[config.mk]
export PLATFORM = sky130hd
export DESIGN_NAME = debug_unit
export DESIGN_NICKNAME = d
export VERILOG_FILES = /design/src/debug_pkg.sv /design/src/debug_if.sv /design/src/debug_controller.sv /design/src/debug_unit.sv /design/src/dump_sequencer.sv /design/src/program_loader.sv /design/src/run_control.sv
export SDC_FILE = /design/constraint.sdc
export NUM_CORES = 1
export LEC_CHECK = 0
export BUFFER_PORTS_ARGS = -buffer_cell sky130_fd_sc_hd__buf_2
export CORE_UTILIZATION = 44
export CTS_CLUSTER_DIAMETER = 60
export DETAILED_ROUTE_END_ITERATION = 8
export GPL_TIMING_DRIVEN = 0
export PLACE_DENSITY = 0.86
export SLEW_MARGIN = 5
export SYNTH_ARGS = -nofsm -noshare
export SYNTH_HDL_FRONTEND = slang
export SYNTH_SLANG_ARGS = --single-unit
[constraint.sdc]
create_clock -name i_clock -period 2 [get_ports i_clock]
set_clock_uncertainty 0.1 [all_clocks]
set_input_delay 0.2 -clock i_clock [delete_from_list [all_inputs] [get_ports i_clock]]
set_output_delay 0.2 -clock i_clock [all_outputs]
set_load 0.05 [all_outputs]
[src/debug_pkg.sv]
package debug_pkg;

  ////////////////////////////////////////////////////////////////////////////
  // Bus widths.
  ////////////////////////////////////////////////////////////////////////////
  localparam int byte_width      = 8;   // Serial byte.
  localparam int word_width      = 32;  // Instruction and database word.
  localparam int prog_addr_width = 11;  // Program memory address.
  localparam int field_sel_width = 4;   // Database select.

  localparam logic [word_width-1:0] halt_word = 32'hFFFF_FFFF;

  // Host command bytes.
  localparam logic [byte_width-1:0] cmd_soft_reset = 8'd0;
  localparam logic [byte_width-1:0] cmd_load       = 8'd1;
  localparam logic [byte_width-1:0] cmd_run        = 8'd3;
  localparam logic [byte_width-1:0] cmd_step       = 8'd7;

  localparam logic [byte_width-1:0] reset_ack_byte = 8'd1;  // Offered until cmd_load.

  ////////////////////////////////////////////////////////////////////////////
  // Dump layout.
  ////////////////////////////////////////////////////////////////////////////
  localparam int dump_field_count = 10;
  localparam int dump_byte_count  = 28;
  localparam logic [byte_width-1:0]      ack_step       = 8'd8;  // Ack code spacing.
  localparam logic [field_sel_width-1:0] field_sel_base = 4'd2;  // Select of field 0.
  localparam logic [field_sel_width-1:0] run_sel        = 4'd1;  // Select while running.

  // One bit per field, set where the field is sent as four bytes.
  // Fields 3, 5, 6 and 7 are the instruction, register A, register B
  // and the sign-extended immediate; the rest are two-byte fields.
  localparam logic [dump_field_count-1:0] field_wide_mask = 10'b00_1110_1000;

  ////////////////////////////////////////////////////////////////////////////
  // Session states.
  ////////////////////////////////////////////////////////////////////////////
  localparam int state_width = 3;
  localparam logic [state_width-1:0] st_idle       = 3'd0;
  localparam logic [state_width-1:0] st_soft_reset = 3'd1;
  localparam logic [state_width-1:0] st_wait_ack   = 3'd2;
  localparam logic [state_width-1:0] st_load       = 3'd3;
  localparam logic [state_width-1:0] st_wait_start = 3'd4;
  localparam logic [state_width-1:0] st_run        = 3'd5;
  localparam logic [state_width-1:0] st_dump       = 3'd6;

  // Database word, as four bytes or as two halfwords.
  typedef union packed {
    logic [3:0][byte_width-1:0] bytes;   // Index 3 is the most significant.
    logic [1:0][2*byte_width-1:0] halves; // Index 0 is the low halfword.
  } debug_word_u;

endpackage

[src/debug_if.sv]
// Byte path from the session controller into the program loader.
interface load_if;

  logic                             load_active;  // Level, high in the load state.
  logic                             rx_strobe;    // One cycle per received byte.
  logic [debug_pkg::byte_width-1:0] rx_byte;
  logic                             load_done;    // Pulse on the HALT word.

  modport ctrl (
    output load_active,
    output rx_strobe,
    output rx_byte,
    input  load_done
  );

  modport loader (
    input  load_active,
    input  rx_strobe,
    input  rx_byte,
    output load_done
  );

endinterface

// Dump start and host acknowledges, controller to dump sequencer.
interface dump_if;

  logic                             dump_start;  // Pulse at the end of a run.
  logic                             rx_strobe;
  logic [debug_pkg::byte_width-1:0] rx_byte;
  logic                             dump_done;   // Pulse after the last ack.

  modport ctrl (
    output dump_start,
    output rx_strobe,
    output rx_byte,
    input  dump_done
  );

  modport seq (
    input  dump_start,
    input  rx_strobe,
    input  rx_byte,
    output dump_done
  );

endinterface

[src/debug_controller.sv]
module debug_controller (
  input  logic                             i_clock,
  input  logic                             i_reset,
  input  logic                             i_rx_done,
  input  logic [debug_pkg::byte_width-1:0] i_rx_data,
  input  logic                             i_soft_reset_ack,
  load_if.ctrl                             load,
  dump_if.ctrl                             dump,
  output logic                             o_run_start,
  output logic                             o_step_mode_cmd,
  input  logic                             i_run_done,
  input  logic                             i_halt_seen,
  input  logic                             i_dump_tx_valid,
  input  logic [debug_pkg::byte_width-1:0] i_dump_tx_byte,
  output logic                             o_soft_reset,
  output logic                             o_tx_start,
  output logic [debug_pkg::byte_width-1:0] o_data_tx,
  output logic                             o_tx_from_dump_n
);

  logic [debug_pkg::state_width-1:0] state;
  logic [debug_pkg::state_width-1:0] next_state;
  logic                              rx_done_q;
  logic                              rx_strobe;
  logic [debug_pkg::byte_width-1:0]  rx_byte;
  logic                              is_start_cmd;

  //////////////////////////////////////////////////////////////////////////
  // Received-byte strobe on the falling edge of i_rx_done.
  //////////////////////////////////////////////////////////////////////////
  always_ff @(posedge i_clock) begin
    if (!i_reset) begin
      rx_done_q <= 1'b0;
      rx_strobe <= 1'b0;
    end else begin
      rx_done_q <= i_rx_done;
      rx_strobe <= rx_done_q & ~i_rx_done;
    end
  end

  always_ff @(posedge i_clock) begin
    if (rx_done_q && !i_rx_done) begin
      rx_byte <= i_rx_data;  // Held stable under the strobe.
    end
  end

  always_ff @(posedge i_clock) begin
    if (!i_reset) begin
      state <= debug_pkg::st_idle;
    end else begin
      state <= next_state;
    end
  end

  assign is_start_cmd = (rx_byte == debug_pkg::cmd_run) || (rx_byte == debug_pkg::cmd_step);

  always_comb begin
    next_state = state;
    case (state)
      debug_pkg::st_idle:
        if (rx_strobe && rx_byte == debug_pkg::cmd_soft_reset) next_state = debug_pkg::st_soft_reset;
      debug_pkg::st_soft_reset:
        if (!i_soft_reset_ack) next_state = debug_pkg::st_wait_ack;  // Ack is active low.
      debug_pkg::st_wait_ack:
        if (rx_strobe && rx_byte == debug_pkg::cmd_load) next_state = debug_pkg::st_load;
      debug_pkg::st_load:
        if (load.load_done) next_state = debug_pkg::st_wait_start;
      debug_pkg::st_wait_start:
        if (rx_strobe && is_start_cmd) next_state = debug_pkg::st_run;
      debug_pkg::st_run:
        if (i_run_done) next_state = debug_pkg::st_dump;
      debug_pkg::st_dump:
        // A continuous run always ends on HALT, so halt_seen covers both modes.
        if (dump.dump_done) begin
          next_state = i_halt_seen ? debug_pkg::st_idle : debug_pkg::st_wait_start;
        end
      default:
        next_state = debug_pkg::st_idle;
    endcase
  end

  assign o_run_start     = (state == debug_pkg::st_wait_start) && rx_strobe && is_start_cmd;
  assign o_step_mode_cmd = (rx_byte == debug_pkg::cmd_step);

  assign load.load_active = (state == debug_pkg::st_load);
  assign load.rx_strobe   = rx_strobe;
  assign load.rx_byte     = rx_byte;

  assign dump.dump_start = (state == debug_pkg::st_run) && i_run_done;
  assign dump.rx_strobe  = rx_strobe;
  assign dump.rx_byte    = rx_byte;

  assign o_soft_reset     = (state != debug_pkg::st_soft_reset);  // Active low.
  assign o_tx_from_dump_n = (state != debug_pkg::st_dump);

  // Transmit mux between the reset ack byte and the dump byte.
  always_comb begin
    if (!o_tx_from_dump_n) begin
      o_tx_start = i_dump_tx_valid;
      o_data_tx  = i_dump_tx_byte;
    end else if (state == debug_pkg::st_wait_ack) begin
      o_tx_start = 1'b1;
      o_data_tx  = debug_pkg::reset_ack_byte;
    end else begin
      o_tx_start = 1'b0;
      o_data_tx  = '0;
    end
  end

endmodule

[src/debug_unit.sv]
module debug_unit (
  input  logic                                  i_clock,
  input  logic                                  i_reset,
  input  logic                                  i_rx_done,
  input  logic [debug_pkg::byte_width-1:0]      i_rx_data,
  input  logic                                  i_soft_reset_ack,
  input  logic [debug_pkg::word_width-1:0]      i_instruction_fetch,
  input  logic [debug_pkg::word_width-1:0]      i_database,
  output logic                                  o_tx_start,
  output logic [debug_pkg::byte_width-1:0]      o_data_tx,
  output logic                                  o_soft_reset,
  output logic                                  o_prog_write,
  output logic [debug_pkg::prog_addr_width-1:0] o_prog_addr,
  output logic [debug_pkg::word_width-1:0]      o_prog_data,
  output logic                                  o_exec_step_mode,
  output logic                                  o_enable_pc,
  output logic [debug_pkg::field_sel_width-1:0] o_field_sel
);

  logic                             run_start;
  logic                             step_mode_cmd;
  logic                             run_done;
  logic                             halt_seen;
  logic                             dump_tx_valid;
  logic [debug_pkg::byte_width-1:0] dump_tx_byte;

  load_if load_bus ();
  dump_if dump_bus ();

  debug_controller u_controller (
    .i_clock          (i_clock),
    .i_reset          (i_reset),
    .i_rx_done        (i_rx_done),
    .i_rx_data        (i_rx_data),
    .i_soft_reset_ack (i_soft_reset_ack),
    .load             (load_bus.ctrl),
    .dump             (dump_bus.ctrl),
    .o_run_start      (run_start),
    .o_step_mode_cmd  (step_mode_cmd),
    .i_run_done       (run_done),
    .i_halt_seen      (halt_seen),
    .i_dump_tx_valid  (dump_tx_valid),
    .i_dump_tx_byte   (dump_tx_byte),
    .o_soft_reset     (o_soft_reset),
    .o_tx_start       (o_tx_start),
    .o_data_tx        (o_data_tx),
    .o_tx_from_dump_n ()
  );

  program_loader u_loader (
    .i_clock      (i_clock),
    .i_reset      (i_reset),
    .load         (load_bus.loader),
    .o_prog_write (o_prog_write),
    .o_prog_addr  (o_prog_addr),
    .o_prog_data  (o_prog_data)
  );

  run_control u_run (
    .i_clock             (i_clock),
    .i_reset             (i_reset),
    .i_run_start         (run_start),
    .i_step_mode_cmd     (step_mode_cmd),
    .i_instruction_fetch (i_instruction_fetch),
    .o_enable_pc         (o_enable_pc),
    .o_run_done          (run_done),
    .o_step_mode         (o_exec_step_mode),
    .o_halt_seen         (halt_seen)
  );

  dump_sequencer u_dump (
    .i_clock     (i_clock),
    .i_reset     (i_reset),
    .dump        (dump_bus.seq),
    .i_database  (i_database),
    .o_field_sel (o_field_sel),
    .o_tx_valid  (dump_tx_valid),
    .o_tx_byte   (dump_tx_byte)
  );

endmodule

[src/dump_sequencer.sv]
module dump_sequencer (
  input  logic                                  i_clock,
  input  logic                                  i_reset,
  dump_if.seq                                   dump,
  input  logic [debug_pkg::word_width-1:0]      i_database,
  output logic [debug_pkg::field_sel_width-1:0] o_field_sel,
  output logic                                  o_tx_valid,
  output logic [debug_pkg::byte_width-1:0]      o_tx_byte
);

  logic                                  active;
  logic [debug_pkg::field_sel_width-1:0] field_idx;
  logic [1:0]                            byte_idx;
  logic [debug_pkg::byte_width-1:0]      ack_code;   // Code expected for the current byte.
  logic [debug_pkg::field_sel_width-1:0] field_sel_q;
  logic                                  done_q;
  logic                                  wide;
  logic                                  last_byte;
  logic                                  last_field;
  logic                                  ack_ok;
  debug_pkg::debug_word_u                data_word;
  logic [2*debug_pkg::byte_width-1:0]    low_half;

  assign wide       = debug_pkg::field_wide_mask[field_idx];
  assign last_byte  = (byte_idx == (wide ? 2'd3 : 2'd1));
  assign last_field = (field_idx == debug_pkg::field_sel_width'(debug_pkg::dump_field_count - 1));
  assign ack_ok     = active && dump.rx_strobe && (dump.rx_byte == ack_code);

  always_ff @(posedge i_clock) begin
    if (!i_reset) begin
      active      <= 1'b0;
      field_idx   <= '0;
      byte_idx    <= 2'd0;
      ack_code    <= '0;
      field_sel_q <= '0;
      done_q      <= 1'b0;
    end else begin
      done_q <= ack_ok && last_byte && last_field;
      if (dump.dump_start) begin
        active      <= 1'b1;
        field_idx   <= '0;
        byte_idx    <= 2'd0;
        ack_code    <= debug_pkg::ack_step;
        field_sel_q <= debug_pkg::field_sel_base;
      end else if (ack_ok) begin
        ack_code <= ack_code + debug_pkg::ack_step;  // Wraps modulo 256.
        if (!last_byte) begin
          byte_idx <= byte_idx + 2'd1;
        end else begin
          byte_idx <= 2'd0;
          if (last_field) begin
            active <= 1'b0;
          end else begin
            field_idx   <= field_idx + 1'b1;
            field_sel_q <= field_sel_q + 1'b1;
          end
        end
      end else if (!active && dump.rx_strobe) begin
        field_sel_q <= debug_pkg::run_sel;  // A host command always precedes a run.
      end
    end
  end

  // Wide fields MSB first, short fields from the low halfword, high byte first.
  always_comb begin
    data_word = i_database;
    low_half  = data_word.halves[0];
    if (wide) begin
      o_tx_byte = data_word.bytes[2'd3 - byte_idx];
    end else if (byte_idx[0]) begin
      o_tx_byte = low_half[debug_pkg::byte_width-1:0];
    end else begin
      o_tx_byte = low_half[2*debug_pkg::byte_width-1:debug_pkg::byte_width];
    end
  end

  assign o_tx_valid     = active;  // Byte stays offered until its ack.
  assign o_field_sel    = field_sel_q;
  assign dump.dump_done = done_q;

endmodule

[src/program_loader.sv]
module program_loader (
  input  logic                                  i_clock,
  input  logic                                  i_reset,
  load_if.loader                                load,
  output logic                                  o_prog_write,
  output logic [debug_pkg::prog_addr_width-1:0] o_prog_addr,
  output logic [debug_pkg::word_width-1:0]      o_prog_data
);

  logic [debug_pkg::word_width-1:0]      word_q;
  logic [1:0]                            byte_cnt;    // Bytes within the word.
  logic                                  word_ready;  // Fourth byte just shifted in.
  logic [debug_pkg::prog_addr_width-1:0] addr_q;
  logic                                  is_halt;

  // First byte ends up most significant.
  always_ff @(posedge i_clock) begin
    if (load.load_active && load.rx_strobe) begin
      word_q <= {word_q[debug_pkg::word_width-debug_pkg::byte_width-1:0], load.rx_byte};
    end
  end

  always_ff @(posedge i_clock) begin
    if (!i_reset) begin
      byte_cnt   <= 2'd0;
      word_ready <= 1'b0;
      addr_q     <= '0;
    end else if (!load.load_active) begin
      byte_cnt   <= 2'd0;  // Fresh program on the next load.
      word_ready <= 1'b0;
      addr_q     <= '0;
    end else begin
      word_ready <= load.rx_strobe && (byte_cnt == 2'd3);
      if (load.rx_strobe) begin
        byte_cnt <= byte_cnt + 2'd1;  // Wraps after four bytes.
      end
      if (o_prog_write) begin
        addr_q <= addr_q + 1'b1;
      end
    end
  end

  assign is_halt = (word_q == debug_pkg::halt_word);

  // HALT ends the load and is not written.
  assign o_prog_write   = word_ready && !is_halt;
  assign load.load_done = word_ready && is_halt;
  assign o_prog_addr    = addr_q;
  assign o_prog_data    = word_q;

endmodule

[src/run_control.sv]
module run_control (
  input  logic                             i_clock,
  input  logic                             i_reset,
  input  logic                             i_run_start,
  input  logic                             i_step_mode_cmd,
  input  logic [debug_pkg::word_width-1:0] i_instruction_fetch,
  output logic                             o_enable_pc,
  output logic                             o_run_done,
  output logic                             o_step_mode,
  output logic                             o_halt_seen
);

  logic running;
  logic stepped;   // The single step enable has been given.
  logic at_halt;

  assign at_halt = (i_instruction_fetch == debug_pkg::halt_word);

  always_ff @(posedge i_clock) begin
    if (!i_reset) begin
      running     <= 1'b0;
      stepped     <= 1'b0;
      o_step_mode <= 1'b0;
      o_halt_seen <= 1'b0;
    end else if (i_run_start) begin
      running     <= 1'b1;
      stepped     <= 1'b0;
      o_step_mode <= i_step_mode_cmd;  // Mode held for the whole run.
      o_halt_seen <= 1'b0;
    end else begin
      if (o_run_done) begin
        running <= 1'b0;
      end else if (running && o_step_mode) begin
        stepped <= 1'b1;
      end
      if (running && at_halt) begin
        o_halt_seen <= 1'b1;  // Kept until the next start.
      end
    end
  end

  // Continuous mode stops in the HALT cycle, step mode after one enable.
  assign o_enable_pc = running && (o_step_mode ? !stepped : !at_halt);
  assign o_run_done  = running && (o_step_mode ? stepped : at_halt);

endmodule

**Word-level counts from Yosys, hierarchy flattened**

Memory sizes are Yosys's and may differ from the RTL's. A register that Yosys moved wholly into a read port is not among the register bits.
Cells that the tools add are included.

- Register bits after elaboration: 83
- Memory bits (read-only): 16
- Input bits: 76
- Output and inout bits: 60
- Word-level logic and storage cells: 143
- Memories: 1

Memory list:

| memory | words | width | rd ports | clocked after Yosys merged registers in | wr ports | line | RTL |
|---|---|---|---|---|---|---|---|
| (name not given) | 16 | 1 | 1 | 1 | 0 | dump_sequencer.sv:24 | `assign wide = debug_pkg::field_wide_mask[field_idx];` |

- Add/sub/neg operators: 7
- Magnitude comparators: 2
- Equality and inequality tests: 28
- Muxes and demuxes: 37
- Bitwise logic cells: 5
- Reduce and logical (&&, ||, !) cells: 43

Operators by type and width:

| cell | number |
|---|---|
| equality test 32 bit (second input constant) | 2 |
| 2-to-1 mux 4 bit | 8 |
| 2-to-1 mux 8 bit | 4 |
| 2-to-1 mux 3 bit | 8 |
| one-hot mux 3 bit (7 select lines) | 1 |
| logical AND 1 bit | 20 |
| binary-select mux 8 bit (select 2 bit) | 1 |
| 2-to-1 mux 1 bit | 12 |
| != test 2 x 1 -> 1 bit (second input constant) | 6 |
| AND reduction 3 bit | 4 |
| adder 11 x 1 -> 11 bit (second input constant) | 1 |
| nonzero test 2 bit | 5 |
| equality test 3 bit (second input constant) | 3 |
| adder 4 x 1 -> 4 bit (second input constant) | 2 |
| adder 8 x 4 -> 8 bit (second input constant) | 1 |
| equality test 8 x 1 -> 1 bit (second input constant) | 1 |
| equality test 8 x 2 -> 1 bit (second input constant) | 1 |
| equality test 8 x 3 -> 1 bit (second input constant) | 1 |
| equality test 8 bit | 1 |
| zero test 8 bit | 1 |
| AND reduction 7 bit | 1 |
| equality test 3 x 2 -> 1 bit (second input constant) | 2 |
| 2-to-1 mux 2 bit | 3 |
| != test 2 bit (second input constant) | 3 |
| 19 further kinds | 30 |

**Depth between registers and ports, before layout**

- Depth in word-level cells: 7
- Gate-level depth with buffers: 8
- Mapped depth without buffers: 8

**Modules after synthesis**

Synthesis repeated with hierarchy kept, for this count alone.

- Cells, all modules: 346
- Area total of the unflattened synthesis: 3852.4 um^2

Modules (own cells, without submodules):

| module | times used | cells an instance | area an instance (um^2) | seq. area each (um^2) |
|---|---|---|---|---|
| program_loader | 1 | 123 | 1731.7 | 1241.2 |
| dump_sequencer | 1 | 116 | 1122.3 | 360.3 |
| debug_controller | 1 | 77 | 737.0 | 340.3 |
| run_control | 1 | 30 | 261.5 | 80.1 |

**Least setup slack after synthesis**

OpenSTA, ideal clock, no wires.

- Path type: register to register
- From: register u_loader.word_q, in the netlist u_loader.o_prog_data[15]
- To: register u_loader.addr_q, in the netlist u_loader.o_prog_addr[7]
- Setup time: 128 ps
- Arrival time: 2238 ps
- Data required time: 1772 ps
- Path slack: -466 ps
- Cell stages (with the launch flop): 8
- Path buffers: 1
- Clock period less this slack: 2466 ps
- Path through: edfxtp_1 > nand4_1 > nor4_1 > a21boi_0 > clkbuf_1 > nand4_1 > xor2_1 > nor2_1

- Cells in the longest elaborated chain, start to end: 3

RTL lines:

| item | line | RTL |
|---|---|---|
| start, declared | program_loader.sv:10 | `logic [debug_pkg::word_width-1:0] word_q;` |
| start signal, assigned | program_loader.sv:19 | `word_q <= {word_q[debug_pkg::word_width-debug_pkg::byte_width-1:0], load.rx_byte};` |
| equality test 32 bit | program_loader.sv:43 | `assign is_halt = (word_q == debug_pkg::halt_word);` |
| zero test 1 bit | program_loader.sv:46 | `assign o_prog_write = word_ready && !is_halt;` |
| logical AND 1 bit | program_loader.sv:46 |  |
| via o_prog_write | debug_unit.sv:12 | `output logic o_prog_write,` |
| end signal, assigned | program_loader.sv:38 | `addr_q <= addr_q + 1'b1;` |
| end, declared | program_loader.sv:13 | `logic [debug_pkg::prog_addr_width-1:0] addr_q;` |

The timed path passes the listed nets, and every way through them passes these cells.
A chain may end at the register's enable or synchronous reset.

==> impl_metrics.json <==
{
  "outcome": "finished with violations",
  "violations": "negative setup slack",
  "synth-adder-area-share": 0.0207,
  "grt.busiest_layer": "met2",
  "power_leakage_nw": 2.09,
  "crit_arrival_ps": 2340,
  "finalWirelength_mm": 10.3,
  "ioPinCount": 136,
  "wl_per_cell_um": 17.0,
  "clock-sinks": 81,
  "synth_compound_area_frac": 0.0555,
  "p_seq_frac": 0.603,
  "synth-edff-count": 40,
  "synth.top_cell.area_share": 0.331,
  "yosysWarnings": 0,
  "syn_to_final_growth_pct": 42.9,
  "worst_ep_required_time_ps": 2180,
  "async_flop_share": 0,
  "coreArea_um2": 7850,
  "track_usage": 0.223,
  "fmax_mhz": 463,
  "stdcell_area_um2": 5180,
  "worstRegToRegCells": 6,
  "hold_path.class": "in -> reg",
  "synthCells": 317,
  "synth_ff_type": "dfxtp_1",
  "die_w_um": 92.8,
  "switching_share": 0.214,
  "post-route-drc-count": 0,
  "setup_tns_ps": -204,
  "drtAntennaViolNets": 0,
  "clock_latency_ps": 350,
  "min_period_ps": 2160,
  "gp_congestion": 0.805,
  "grt-ovfl-total": 0,
  "yosys-mux-area-fraction": 0.0662,
  "placed_cell_area_um2": 4480,
  "antenna_cells": 0,
  "drive_above_1_share": 0.457,
  "cts.htree.levels": 3,
  "rows": 32,
  "p_switching_w": 0.000617,
  "via_count": 3361,
  "initial_utilization": 0.462,
  "first_global_vias": 3203,
  "cap_violations": 0,
  "io_buffer_count": 135,
  "yosysUniqueCellTypes": 43,
  "ys_seq_area_frac": 0.557,
  "synth_xor_area_frac": 0.0669,
  "place_ws_ps": -284,
  "tightest_slew_ps": 772,
  "final_nets": 583,
  "grt_use_met1": 0.235,
  "post-route-period-util": 1.08,
  "synth.avg_cell_area_um2": 11.4,
  "synth_nets": 399,
  "hold_viol_final": 0,
  "utilization": 0.661,
  "drv_slew": 0,
  "cts_tree": "yes",
  "hold_slack_ps": 131,
  "p_per_area_nw_per_um2": 557,
  "path_buf_inv": 0,
  "cp.depth": 6,
  "synth_top_family_by_area": "simple AND/OR/NAND/NOR gates",
  "rsz0062_at_grt": "yes",
  "yosys.area_share.simple": 0.216,
  "clkTransAtPathRegs_ps": 70,
  "clockPowerShare": 0.343,
  "use_met3": 0.0640,
  "dieHeight_um": 92.8,
  "cts-root-buf": "clkbuf_8",
  "min_path_cells": 3,
  "cts_buffers": 9,
  "cp_max_fo": 5,
  "slew_headroom": 0.484,
  "peakVddDrop_v": 0.000265,
  "path_class": "reg -> reg",
  "dp_hpwl_mm": 6.57,
  "slowest_delay_ps": 480,
  "grtUsageMet2": 0.415,
  "dr.pass1.iters": 6,
  "cts_buffer_depth": 2,
  "synth.largest_area_cell": "edfxtp_1",
  "via_per_inst": 5.53,
  "critical-path-top-delay-family": "simple AND/OR/NAND/NOR gates",
  "die_area_um2": 8610,
  "p_comb_frac": 0.054,
  "synth_area_leaders": "edfxtp_1 33%, dfxtp_1 23%, nand4_1 5.0%",
  "endpoint_kind": "flop",
  "ys_ff_latch": 81,
  "antenna_found_initial": 0,
  "setup_viol": 3,
  "drtIter0Drc": 185,
  "crit_path_top_delay_cell": "edfxtp_1",
  "final.setup.worst_slack_ps": -158,
  "syn_area_um2": 3630,
  "internal_power_w": 0.00227,
  "cp-start-kind": "flop",
  "path_cells": "xnor2_2 -> nand3_2 -> or3_4 -> or3b_1 -> a21o_1 -> a21oi_2",
  "grt_max_degree": 33,
  "grt_pass1_wl_mm": 14.9
}
layout by cell type, fill, tap and decap left out, types with 5 or more instances in the layout:
cell             n
buf_2          128
edfxtp_1        40
nor2_1          36
dfxtp_1         36
buf_4           30
nand4_1         29
nand2_1         20
xor2_1          14
clkbuf_8        10
a21oi_1         10
xnor2_1          9
dlygate4sd3_1    9
mux4_2           8
buf_6            8
inv_1            6
clkbuf_1         6
mux2i_1          6
ha_1             6
nor4_4           5
nor2b_2          5
and2_1           5
and3_1           5
o21ai_0          5
Yosys cell counts (5+ instances only):
library cell   n
clkbuf_1       7
nor2b_1       12
a21oi_1       11
xor2_1        14
and3_1         6
inv_1          7
nor2_1        39
and2_1         5
mux2i_1        6
nand4_1       29
xnor2_1       10
nand2_1       23
o21ai_0        5
dfxtp_1       41
nor4_1         7
ha_1           6
edfxtp_1      40
mux4_2         8
cells by family after synthesis:
| logic type | Yosys count |
|---|---|
| AOI/OAI and AO/OA | 31 |
| and+or+nand+nor | 143 |
| DFF | 81 |
| buffers and inverters | 16 |
| muxes | 14 |
| adders and majority gates | 6 |
| xor gates and xnor gates | 26 |
layer usage:
metal / share of wire / wire, µm / vias up
met5: 0 / 0 / -
met4: 0.030 / 313 / 0
met3: 0.058 / 594 / 32
met2: 0.54 / 5560 / 132
met1: 0.37 / 3850 / 1657
li1: - / - / 1540
what timing repair did:
action	4_1_cts	5_1_grt
gates resized for setup	40	23
hold buffers	9	0
cloned	1	1
setup buffers	21	8
pin swaps	10	14
endpoints found under the hold margin	9	0
endpoints found under the setup margin	49	68
registers in the layout, indices dropped and copies added, names as in the netlist:
signal / flops
u_loader.o_prog_data: 32
u_controller.rx_done_q: 1
u_controller.dump.rx_strobe: 1
u_dump.byte_idx: 2
u_loader.byte_cnt: 2
u_dump.o_tx_valid: 1
u_run.running: 1
u_run.stepped: 1
u_dump.ack_code: 5
u_controller.state: 3
u_dump.dump.dump_done: 1
u_dump.field_idx: 4
u_dump.o_field_sel: 4
u_run.o_halt_seen: 1
u_loader.word_ready: 1
u_run.o_step_mode: 1
u_controller.dump.rx_byte: 8
u_dump.wide: 1
u_loader.o_prog_addr: 11
area by class of cell:
type                            count  area, µm²
Sequential cell                    81       2030
Tap cell                          102        128
Inverter                            7       30.0
Clock buffer                       12        135
Fill cell                         556       2660
Multi-Input combinational cell    220       1720
Clock inverter                      4       20.0
Buffer                              8       60.1
Timing Repair Buffer              174       1060
worst paths after layout:
check                          startpoint                       end  slack, ps
max          u_controller.dump.rx_byte[3]               u_dump.wide       -160
min                               i_reset         u_run.o_step_mode        130
max reg2reg  u_controller.dump.rx_byte[3]               u_dump.wide       -160
min reg2reg       u_loader.o_prog_data[6]  u_loader.o_prog_data[14]        380
worst reg2reg max path, cell delays in order (launching register included):
cell      delay (ps)
edfxtp_1         480
xnor2_2          210
nand3_2          180
or3_4            450
or3b_1           370
a21o_1           170
a21oi_2          130
per-stage QoR:
stage | instances | power [W]
after floorplan | 317 | 0.00182
after global placement | 554 | 0.00190
after detailed placement | 554 | 0.00190
after CTS | 601 | 0.00289
after global routing | 608 | 0.00298
final | 608 | 0.00289
power groups by stage:
| stage | combinational, W | sequential, W | clock [W] |
|---|---|---|---|
| final | 0.000154 | 0.00174 | 0.000990 |
| after floorplan | 0.0000393 | 0.00178 | 0 |
| after detailed placement | 0.000124 | 0.00178 | 0 |
| after CTS | 0.000146 | 0.00174 | 0.00100 |
| after global placement | 0.000119 | 0.00178 | 0 |
| after global routing | 0.000164 | 0.00174 | 0.00108 |
No activity file was read; power rests on OpenSTA's default activity.
